## src/source/cpu_pkg.sv

```systemverilog
package cpu_pkg;

    localparam int data_w    = 16;                  // Datapath word width
    localparam int reg_idx_w = 4;                   // Register index width

    // Opcodes in instr[15:12]
    localparam logic [3:0] op_add  = 4'd0;
    localparam logic [3:0] op_sub  = 4'd1;
    localparam logic [3:0] op_and  = 4'd2;
    localparam logic [3:0] op_or   = 4'd3;
    localparam logic [3:0] op_xor  = 4'd4;
    localparam logic [3:0] op_sll  = 4'd5;
    localparam logic [3:0] op_sra  = 4'd6;
    localparam logic [3:0] op_ror  = 4'd7;
    localparam logic [3:0] op_addi = 4'd8;          // rd = rd + sext(imm8)
    localparam logic [3:0] op_llb  = 4'd9;          // Load low byte of rd
    localparam logic [3:0] op_lhb  = 4'd10;         // Load high byte of rd
    localparam logic [3:0] op_hlt  = 4'd15;         // Stops the core

    // Bit positions inside the 3-bit flags word
    localparam int flag_z = 2;                      // Zero
    localparam int flag_v = 1;                      // Signed overflow
    localparam int flag_n = 0;                      // Negative

    // Register format with opcode rd rs rt
    typedef struct packed {
        logic [3:0]           opcode;
        logic [reg_idx_w-1:0] rd;                   // Destination
        logic [reg_idx_w-1:0] rs;                   // First source
        logic [reg_idx_w-1:0] rt;                   // Second source
    } r_fmt_t;

    // Immediate format with opcode rd imm8
    typedef struct packed {
        logic [3:0]           opcode;
        logic [reg_idx_w-1:0] rd;                   // Destination and source
        logic [7:0]           imm8;                 // Byte constant
    } i_fmt_t;

    // One instruction word read two ways
    typedef union packed {
        r_fmt_t r_fmt;
        i_fmt_t i_fmt;
    } instr_word_u;

endpackage

```

## src/source/ex_bus_if.sv

```systemverilog
`timescale 1ns/1ps

interface ex_bus_if;

    logic                           valid;          // Low for a bubble
    logic [3:0]                     op;             // Opcode drives the ALU directly
    logic                           alu_src;        // Immediate into ALU input b
    logic                           reg_write;      // Result goes to the register file
    logic                           flag_en;        // Instruction updates flags
    logic [cpu_pkg::reg_idx_w-1:0]  rr1_reg;        // Source register numbers for forwarding
    logic [cpu_pkg::reg_idx_w-1:0]  rr2_reg;
    logic [cpu_pkg::reg_idx_w-1:0]  wr_reg;         // Destination register
    logic [cpu_pkg::data_w-1:0]     rr1_data;       // Operand values read in decode
    logic [cpu_pkg::data_w-1:0]     rr2_data;
    logic [cpu_pkg::data_w-1:0]     imm_value;      // Extended imm8

    // Decode side owns the ID/EX register
    modport src (
        output valid, op, alu_src, reg_write, flag_en,
        output rr1_reg, rr2_reg, wr_reg,
        output rr1_data, rr2_data, imm_value
    );

    // Execute side only reads it
    modport dst (
        input valid, op, alu_src, reg_write, flag_en,
        input rr1_reg, rr2_reg, wr_reg,
        input rr1_data, rr2_data, imm_value
    );

endinterface

```

## src/source/reg_file.sv

```systemverilog
`timescale 1ns/1ps

module reg_file (
    input  logic                          clk,
    input  logic                          arst_n,
    input  logic [cpu_pkg::reg_idx_w-1:0] rd_idx1,   // Read port 1
    input  logic [cpu_pkg::reg_idx_w-1:0] rd_idx2,   // Read port 2
    output logic [cpu_pkg::data_w-1:0]    rd_data1,
    output logic [cpu_pkg::data_w-1:0]    rd_data2,
    input  logic                          wr_en,     // Write port from write-back
    input  logic [cpu_pkg::reg_idx_w-1:0] wr_idx,
    input  logic [cpu_pkg::data_w-1:0]    wr_data
);

    localparam int num_regs = 2 ** cpu_pkg::reg_idx_w;

    logic [cpu_pkg::data_w-1:0] regs [num_regs];      // R0 is writable like the rest
    logic                       hit1;
    logic                       hit2;

    always_ff @(posedge clk or negedge arst_n) begin
        if (!arst_n) begin
            regs <= '{default: '0};                   // Core starts from all zeros
        end else if (wr_en) begin
            regs[wr_idx] <= wr_data;
        end
    end

    // Same-cycle write shows up on the read ports
    // This covers the distance-2 hazard in decode
    assign hit1 = wr_en && (wr_idx == rd_idx1);
    assign hit2 = wr_en && (wr_idx == rd_idx2);

    always_comb begin
        rd_data1 = regs[rd_idx1];                     // Plain array read
        rd_data2 = regs[rd_idx2];
        if (hit1) begin
            rd_data1 = wr_data;                       // Bypass port 1
        end
        if (hit2) begin
            rd_data2 = wr_data;                       // Bypass port 2
        end
    end

endmodule

```

## src/source/decode_stage.sv

```systemverilog
`timescale 1ns/1ps

module decode_stage (
    input  logic                          clk,
    input  logic                          arst_n,
    input  logic                          in_valid,
    input  logic [cpu_pkg::data_w-1:0]    in_instr,
    output logic                          in_ready,
    output logic                          halted,
    output logic [cpu_pkg::reg_idx_w-1:0] rd_idx1,   // Register file read addresses
    output logic [cpu_pkg::reg_idx_w-1:0] rd_idx2,
    input  logic [cpu_pkg::data_w-1:0]    rd_data1,
    input  logic [cpu_pkg::data_w-1:0]    rd_data2,
    ex_bus_if.src                         bus        // ID/EX register
);

    cpu_pkg::instr_word_u       instr;
    logic                       accept;
    logic                       is_imm;
    logic                       is_addi;
    logic                       is_hlt;
    logic                       sets_flags;
    logic [cpu_pkg::data_w-1:0] imm_ext;

    assign instr    = in_instr;                       // Same bits, two views
    assign in_ready = ~halted;                        // Closed for good after HLT
    assign accept   = in_valid & in_ready;            // Beat transfers this edge

    assign is_addi = (instr.i_fmt.opcode == cpu_pkg::op_addi);
    assign is_hlt  = (instr.i_fmt.opcode == cpu_pkg::op_hlt);
    assign is_imm  = is_addi
                   || (instr.i_fmt.opcode == cpu_pkg::op_llb)
                   || (instr.i_fmt.opcode == cpu_pkg::op_lhb);

    always_comb begin
        case (instr.r_fmt.opcode)
            cpu_pkg::op_add, cpu_pkg::op_sub, cpu_pkg::op_addi,
            cpu_pkg::op_and, cpu_pkg::op_or, cpu_pkg::op_xor: sets_flags = 1'b1;
            default:                                          sets_flags = 1'b0;
        endcase
    end

    // Immediate ops use rd as their first operand
    assign rd_idx1 = is_imm ? instr.i_fmt.rd : instr.r_fmt.rs;
    assign rd_idx2 = instr.r_fmt.rt;                  // Unused when alu_src is set

    // ADDI sign-extends, LLB and LHB zero-extend
    assign imm_ext = is_addi ? {{8{instr.i_fmt.imm8[7]}}, instr.i_fmt.imm8}
                             : {8'h00, instr.i_fmt.imm8};

    always_ff @(posedge clk or negedge arst_n) begin
        if (!arst_n) begin
            halted        <= 1'b0;
            bus.valid     <= 1'b0;
            bus.reg_write <= 1'b0;
            bus.flag_en   <= 1'b0;
        end else begin
            if (accept && is_hlt) begin
                halted <= 1'b1;                       // Sticky
            end
            bus.valid     <= accept;                  // Bubble when nothing arrives
            bus.reg_write <= ~is_hlt;                 // HLT writes nothing
            bus.flag_en   <= sets_flags;              // Qualified by valid in execute
        end
    end

    // Payload half of ID/EX is loaded every cycle
    always_ff @(posedge clk) begin
        bus.op        <= instr.r_fmt.opcode;
        bus.alu_src   <= is_imm;
        bus.rr1_reg   <= rd_idx1;
        bus.rr2_reg   <= rd_idx2;
        bus.wr_reg    <= instr.r_fmt.rd;
        bus.rr1_data  <= rd_data1;                    // May be stale and is forwarded in execute
        bus.rr2_data  <= rd_data2;
        bus.imm_value <= imm_ext;
    end

endmodule

```

## src/source/alu.sv

```systemverilog
`timescale 1ns/1ps

module alu (
    input  logic [cpu_pkg::data_w-1:0] a,
    input  logic [cpu_pkg::data_w-1:0] b,
    input  logic [3:0]                 op,
    output logic [cpu_pkg::data_w-1:0] result,
    output logic [2:0]                 flags          // Z, V, N
);

    logic [cpu_pkg::data_w-1:0]   sum;
    logic [cpu_pkg::data_w-1:0]   diff;
    logic [2*cpu_pkg::data_w-1:0] rot;
    logic [3:0]                   shamt;
    logic                         ovf_add;
    logic                         ovf_sub;
    logic                         ovf;

    assign shamt = b[3:0];                            // Shift amount 0..15
    assign sum   = a + b;                             // Wraps at 16 bits
    assign diff  = a - b;
    assign rot   = {a, a} >> shamt;                   // Rotate via doubled word

    // Signed overflow when the result sign breaks the sign rule of a
    assign ovf_add = (a[15] == b[15]) && (sum[15] != a[15]);
    assign ovf_sub = (a[15] != b[15]) && (diff[15] != a[15]);

    always_comb begin
        ovf = 1'b0;                                   // Only arithmetic reports V
        case (op)
            cpu_pkg::op_add,
            cpu_pkg::op_addi: begin
                result = sum;
                ovf    = ovf_add;
            end
            cpu_pkg::op_sub: begin
                result = diff;
                ovf    = ovf_sub;
            end
            cpu_pkg::op_and: result = a & b;
            cpu_pkg::op_or:  result = a | b;
            cpu_pkg::op_xor: result = a ^ b;
            cpu_pkg::op_sll: result = a << shamt;
            cpu_pkg::op_sra: result = $unsigned($signed(a) >>> shamt);  // Keeps sign
            cpu_pkg::op_ror: result = rot[cpu_pkg::data_w-1:0];
            cpu_pkg::op_llb: result = {a[15:8], b[7:0]};                // Replace low byte
            cpu_pkg::op_lhb: result = {b[7:0], a[7:0]};                 // Replace high byte
            default:         result = '0;
        endcase
    end

    always_comb begin
        flags[cpu_pkg::flag_z] = (result == '0);
        flags[cpu_pkg::flag_v] = ovf;
        flags[cpu_pkg::flag_n] = result[15];          // Sign bit
    end

endmodule

```

## src/source/execute_stage.sv

```systemverilog
`timescale 1ns/1ps

module execute_stage (
    input  logic                          clk,
    input  logic                          arst_n,
    ex_bus_if.dst                         bus,        // ID/EX register
    output logic                          wb_valid,   // EX/MEM outputs to write-back
    output logic [cpu_pkg::reg_idx_w-1:0] wb_reg,
    output logic [cpu_pkg::data_w-1:0]    wb_data,
    output logic [2:0]                    flags
);

    logic                          exm_write;         // EX/MEM write enable
    logic [cpu_pkg::reg_idx_w-1:0] exm_reg;
    logic [cpu_pkg::data_w-1:0]    exm_data;
    logic                          fwd1;
    logic                          fwd2;
    logic [cpu_pkg::data_w-1:0]    op_a;
    logic [cpu_pkg::data_w-1:0]    op_b;
    logic [cpu_pkg::data_w-1:0]    alu_b;
    logic [cpu_pkg::data_w-1:0]    alu_result;
    logic [2:0]                    alu_flags;
    logic [2:0]                    flag_reg;
    logic                          is_arith;

    // Instruction i+1 takes its stale operand from EX/MEM
    assign fwd1 = exm_write && (exm_reg == bus.rr1_reg);
    assign fwd2 = exm_write && (exm_reg == bus.rr2_reg);
    assign op_a = fwd1 ? exm_data : bus.rr1_data;
    assign op_b = fwd2 ? exm_data : bus.rr2_data;

    assign alu_b = bus.alu_src ? bus.imm_value : op_b;    // Immediate or register

    alu i_alu (
        .a      (op_a),
        .b      (alu_b),
        .op     (bus.op),
        .result (alu_result),
        .flags  (alu_flags)
    );

    // Arithmetic loads all three flags and logic ops leave V alone
    assign is_arith = (bus.op == cpu_pkg::op_add)
                   || (bus.op == cpu_pkg::op_sub)
                   || (bus.op == cpu_pkg::op_addi);

    always_ff @(posedge clk or negedge arst_n) begin
        if (!arst_n) begin
            exm_write <= 1'b0;
            flag_reg  <= '0;
        end else begin
            exm_write <= bus.valid & bus.reg_write;   // Bubbles and HLT write nothing
            if (bus.valid && bus.flag_en) begin
                flag_reg[cpu_pkg::flag_z] <= alu_flags[cpu_pkg::flag_z];
                flag_reg[cpu_pkg::flag_n] <= alu_flags[cpu_pkg::flag_n];
                if (is_arith) begin
                    flag_reg[cpu_pkg::flag_v] <= alu_flags[cpu_pkg::flag_v];
                end
            end
        end
    end

    // Result payload of EX/MEM
    always_ff @(posedge clk) begin
        exm_reg  <= bus.wr_reg;
        exm_data <= alu_result;
    end

    assign wb_valid = exm_write;
    assign wb_reg   = exm_reg;
    assign wb_data  = exm_data;
    assign flags    = flag_reg;                       // Same edge as EX/MEM

endmodule

```

## src/source/exec_core.sv

```systemverilog
`timescale 1ns/1ps

module exec_core (
    input  logic                          clk,
    input  logic                          arst_n,
    input  logic                          in_valid,
    input  logic [cpu_pkg::data_w-1:0]    in_instr,
    output logic                          in_ready,
    output logic                          res_valid,  // One per non-HLT instruction
    output logic [cpu_pkg::reg_idx_w-1:0] res_reg,
    output logic [cpu_pkg::data_w-1:0]    res_data,
    output logic [2:0]                    flags,      // Z, V, N
    output logic                          halted
);

    logic [cpu_pkg::reg_idx_w-1:0] rd_idx1;
    logic [cpu_pkg::reg_idx_w-1:0] rd_idx2;
    logic [cpu_pkg::data_w-1:0]    rd_data1;
    logic [cpu_pkg::data_w-1:0]    rd_data2;

    ex_bus_if id_ex ();                               // ID/EX bundle

    decode_stage i_decode (
        .clk      (clk),
        .arst_n   (arst_n),
        .in_valid (in_valid),
        .in_instr (in_instr),
        .in_ready (in_ready),
        .halted   (halted),
        .rd_idx1  (rd_idx1),
        .rd_idx2  (rd_idx2),
        .rd_data1 (rd_data1),
        .rd_data2 (rd_data2),
        .bus      (id_ex.src)
    );

    // Write port fed straight from EX/MEM
    reg_file i_reg_file (
        .clk      (clk),
        .arst_n   (arst_n),
        .rd_idx1  (rd_idx1),
        .rd_idx2  (rd_idx2),
        .rd_data1 (rd_data1),
        .rd_data2 (rd_data2),
        .wr_en    (res_valid),
        .wr_idx   (res_reg),
        .wr_data  (res_data)
    );

    execute_stage i_execute (
        .clk      (clk),
        .arst_n   (arst_n),
        .bus      (id_ex.dst),
        .wb_valid (res_valid),
        .wb_reg   (res_reg),
        .wb_data  (res_data),
        .flags    (flags)
    );

endmodule

```

## config.mk

```make
export PLATFORM = sky130hd
export DESIGN_NAME = exec_core
export DESIGN_NICKNAME = d
export VERILOG_FILES = /design/src/source/cpu_pkg.sv /design/src/source/ex_bus_if.sv /design/src/source/reg_file.sv /design/src/source/decode_stage.sv /design/src/source/alu.sv /design/src/source/execute_stage.sv /design/src/source/exec_core.sv
export SDC_FILE = /design/constraint.sdc
export NUM_CORES = 1
export LEC_CHECK = 0
export ABC_AREA = 0
export BUFFER_PORTS_ARGS = -buffer_cell sky130_fd_sc_hd__buf_4
export CELL_PAD_IN_SITES_DETAIL_PLACEMENT = 1
export CELL_PAD_IN_SITES_GLOBAL_PLACEMENT = 1
export CORE_ASPECT_RATIO = 1.1
export CORE_UTILIZATION = 50
export CTS_BUF_LIST = sky130_fd_sc_hd__clkbuf_8
export DETAILED_ROUTE_END_ITERATION = 6
export GPL_ROUTABILITY_DRIVEN = 1
export PLACE_DENSITY = 0.76
export SYNTH_ARGS = -nofsm -noshare
export SYNTH_HDL_FRONTEND = slang
export SYNTH_SLANG_ARGS = --single-unit
```

## constraint.sdc

```tcl
create_clock -name clk -period 7 [get_ports clk]
set_input_delay 0 -clock clk [delete_from_list [all_inputs] [get_ports clk]]
set_output_delay 0 -clock clk [all_outputs]
set_load 0.01 [all_outputs]
```

==> impl_metrics.json <==
{
  "initial_core_util": 0.508,
  "synth_flop_cell": "dfrtp_1",
  "largest_register_ffs": 256,
  "ys_seq_area_frac": 0.376,
  "crit_fanout": 11,
  "drv_cap": 0,
  "dpl.hpwl_um": 54800,
  "gr-usage-all-layers": 0.391,
  "max_freq_mhz": 166,
  "crit_required_ps": 7540,
  "tritoncts": "built",
  "worstPathArrival_ps": 6580,
  "setup-violations-final": 0,
  "route.vias.total": 18400,
  "grtUsageMet1": 0.479,
  "critPathLaunchType": "register",
  "synth_top_area_frac": 0.307,
  "final_layout_size_suffix_gt1_frac": 0.282,
  "met2_usage": 0.629,
  "grt_use_met3": 0.0618,
  "cellLeakagePower_nw": 10.4,
  "io_buffers": 44,
  "grt_setup_unrepaired": "false",
  "syn_area_mm2": 0.0215,
  "pin_count": 45,
  "fin_util": 0.560,
  "skew_ps": 27.3,
  "ys_seq_elements": 338,
  "slew_headroom": 0.164,
  "die_w_um": 200,
  "rr_endpoint": "i_execute.flags[2]$_DFFE_PN0P_",
  "area_growth_syn_to_layout_pct": 10.3,
  "hold_path.class": "in2async",
  "drcViolationCount": 0,
  "rr_worst_depth": 18,
  "drtIter0Drc": 1501,
  "cp_top_family": "compound AO/OA/AOI/OAI gates",
  "die-height_um": 220,
  "gp_congestion": 1.04,
  "routedWlPerCell_um": 30.7,
  "synth_nets": 2187,
  "ctsLongestPathBuffers": 3,
  "grt_pass1_wl_um": 126000,
  "p_sw_frac": 0.342,
  "synth_top_area_cell": "dfrtp_1",
  "core_mm2": 0.0424,
  "synth_area_leaders": "dfrtp_1 (31%), mux2_2 (15%), mux4_2 (8.4%), dfxtp_1 (6.9%), nand2_1 (5.7%)",
  "critPathKind": "reg2reg",
  "r2r-start": "i_execute.wb_reg[3]$_DFF_P_",
  "crit_chain": "xnor2_4, and3_1, a31oi_4, a21oi_2, ha_1, inv_1, fa_1, nand2b_1, a221oi_1, o41ai_1, o41ai_1, or2_2, a31o_2, nand4_1, a2111o_1, or3_1, or4_1, o41ai_2",
  "cts.sinks": 338,
  "intPower_mw": 3.41,
  "htreeDepth": 2,
  "grt_start_max_net_pins": 131,
  "regMostFlops": "i_reg_file.regs",
  "drt-total-wl_um": 83600,
  "cts_buffers": 58,
  "post_cts_buffers": 0,
  "antenna_found_initial": 2,
  "core.rowCount": 79,
  "cts.clk_slew.worst_paths_ps": 60,
  "clock_latency_ps": 640,
  "hold_viol_final": 0,
  "ys_async_sr_fraction": 0.781,
  "yosys_warnings": 0,
  "syn_inst": 2115,
  "vdd_drop_max_uv": 212,
  "syn_area_per_cell_um2": 10.2,
  "r2r_slack_ps": 960,
  "overflow": 0,
  "p_seq_frac": 0.423,
  "clockRootBuffer": "clkbuf_8",
  "ant_nets": 0,
  "comb_power_share": 0.213,
  "fin_nets": 2178,
  "ys_types": 92,
  "die_area_mm2": 0.0439,
  "viasPerCell": 6.74,
  "cpMaxStageDelayCell": "dfxtp_1",
  "holdWs_ps": 43.5,
  "fin_crit_ps": 6040,
  "p_sw_mw": 1.77,
  "synth_edf_count": 0,
  "grt_pass1_vias": 19300,
  "worst_setup_path_end_kind": "register",
  "slew_viol_final": 0,
  "worst-path-buf-inv": 1,
  "drt_first_pass_iters": 6,
  "tns_ps": 0,
  "worst_slew_pin_slew_ps": 1250,
  "slowest_delay_ps": 680,
  "period_share": 0.863,
  "power.density_mw_per_mm2": 218,
  "critPathMostFrequentCell": "o41ai_1",
  "clkPwrFrac": 0.364,
  "top_usage_layer": "met2",
  "status": "completed"
}
==> worst max-delay path by stage <==
stage	cells after the start	start	slack, ps	end
after floorplan	24	i_execute.wb_reg[0]$_DFF_P_	1330	i_execute.flags[2]$_DFFE_PN0P_
after global placement	19	i_execute.wb_reg[2]$_DFF_P_	1230	i_execute.flags[2]$_DFFE_PN0P_
after detailed placement	18	i_execute.wb_reg[3]$_DFF_P_	1080	i_execute.flags[2]$_DFFE_PN0P_
after CTS	18	i_execute.wb_reg[3]$_DFF_P_	1060	i_execute.flags[2]$_DFFE_PN0P_
after global routing	18	i_execute.wb_reg[2]$_DFF_P_	720	i_execute.flags[2]$_DFFE_PN0P_
final	18	i_execute.wb_reg[3]$_DFF_P_	960	i_execute.flags[2]$_DFFE_PN0P_
==> power by group through the flow <==
stage	Sequential, mW	Combinational [mW]	Clock, mW
after global placement	2.21	1.04	0
after CTS	2.18	1.07	1.91
final	2.19	1.11	1.89
after global routing	2.20	1.16	2.00
after detailed placement	2.22	1.06	0
after floorplan	2.09	0.709	0
==> placed cells by master (no fill, tap or decap), types with 8 or more instances in the layout <==
master,n
clkinv_2,8
inv_1,79
mux2_2,285
o21ai_0,49
and3_1,38
ha_1,51
a22oi_1,10
o211ai_1,16
mux2i_1,54
o22ai_1,9
and2_1,12
xnor2_1,17
dfrtp_1,264
o221ai_1,13
nor3_1,20
nor2_4,8
a31oi_1,30
a21o_1,23
clkbuf_8,71
a221oi_1,19
nand2b_1,20
mux4_2,80
dfxtp_1,74
nor2_1,85
a21oi_1,33
buf_4,90
dlygate4sd3_1,18
nand3_1,83
nand4_1,12
a211oi_1,35
a311oi_1,53
nand2_1,325
==> cell type report <==
cell class | count | area, um^2
fillers | 4570 | 18700
multi-input cells | 1536 | 12600
flip-flops and latches | 338 | 8090
clock buffers | 71 | 977
repair buffers | 110 | 891
well taps | 567 | 709
clock inverters | 39 | 251
inverters | 62 | 235
diodes | 2 | 5.00
==> layer usage <==
metal  vias to the layer above  part of all wire
li1                       7783                 -
met1                      9457              0.38
met2                       800              0.47
met3                       336             0.063
met4                         0             0.080
met5                         -                 0
==> cells in the mapped netlist, drive strengths merged, types with 51 or more instances <==
| library cell | count |
|---|---|
| nor2 | 94 |
| inv | 62 |
| o21ai | 58 |
| nand3 | 85 |
| dfrtp | 264 |
| mux2 | 288 |
| nand2 | 326 |
| clkbuf | 134 |
| a311oi | 54 |
| ha | 51 |
| dfxtp | 74 |
| mux4 | 80 |
| mux2i | 59 |
==> worst register-to-register path, stage by stage (launching register included) <==
cell and delay (ps):
dfxtp_1 680, xnor2_4 210, and3_1 400, a31oi_4 140, a21oi_2 330, ha_1 310
inv_1 100, fa_1 470, nand2b_1 200, a221oi_1 340, o41ai_1 150, o41ai_1 510
or2_2 210, a31o_2 190, nand4_1 140, a2111o_1 440, or3_1 380, or4_1 490
o41ai_2 270
==> cells by family (layout without fill, tap and decap cells) <==
logic type                 count (synthesis)  after routing  synth area share
AOI/OAI and AO/OA                        390            390             0.138
xor gates and xnor gates                  23             23            0.0123
adders and majority gates                 53             53            0.0315
buffers and inverters                    241            282            0.0457
DFF                                      338            338             0.376
muxes                                    427            427             0.263
other                                      0              2                 0
and+or+nand+nor                          643            643             0.134
==> stage by stage <==
| step | power (mW) | std cells | setup WS, ps | cell area, um^2 |
|---|---|---|---|---|
| finish | 5.18 | 2725 | 960 | 23800 |
| detailed placement | 3.28 | 2595 | 1080 | 22300 |
| global route | 5.35 | 2724 | 717 | 23700 |
| floorplan | 2.80 | 2115 | 1330 | 21500 |
| CTS | 5.17 | 2723 | 1060 | 23700 |
| global placement | 3.26 | 2595 | 1230 | 22300 |
==> repair_timing <==
action | 4_1_cts | 5_1_grt
hold endpoints to repair | 130 | 0
gates resized for setup | 0 | 0
hold buffers | 18 | 0
Note: power is estimated with default switching activity, not from simulation.
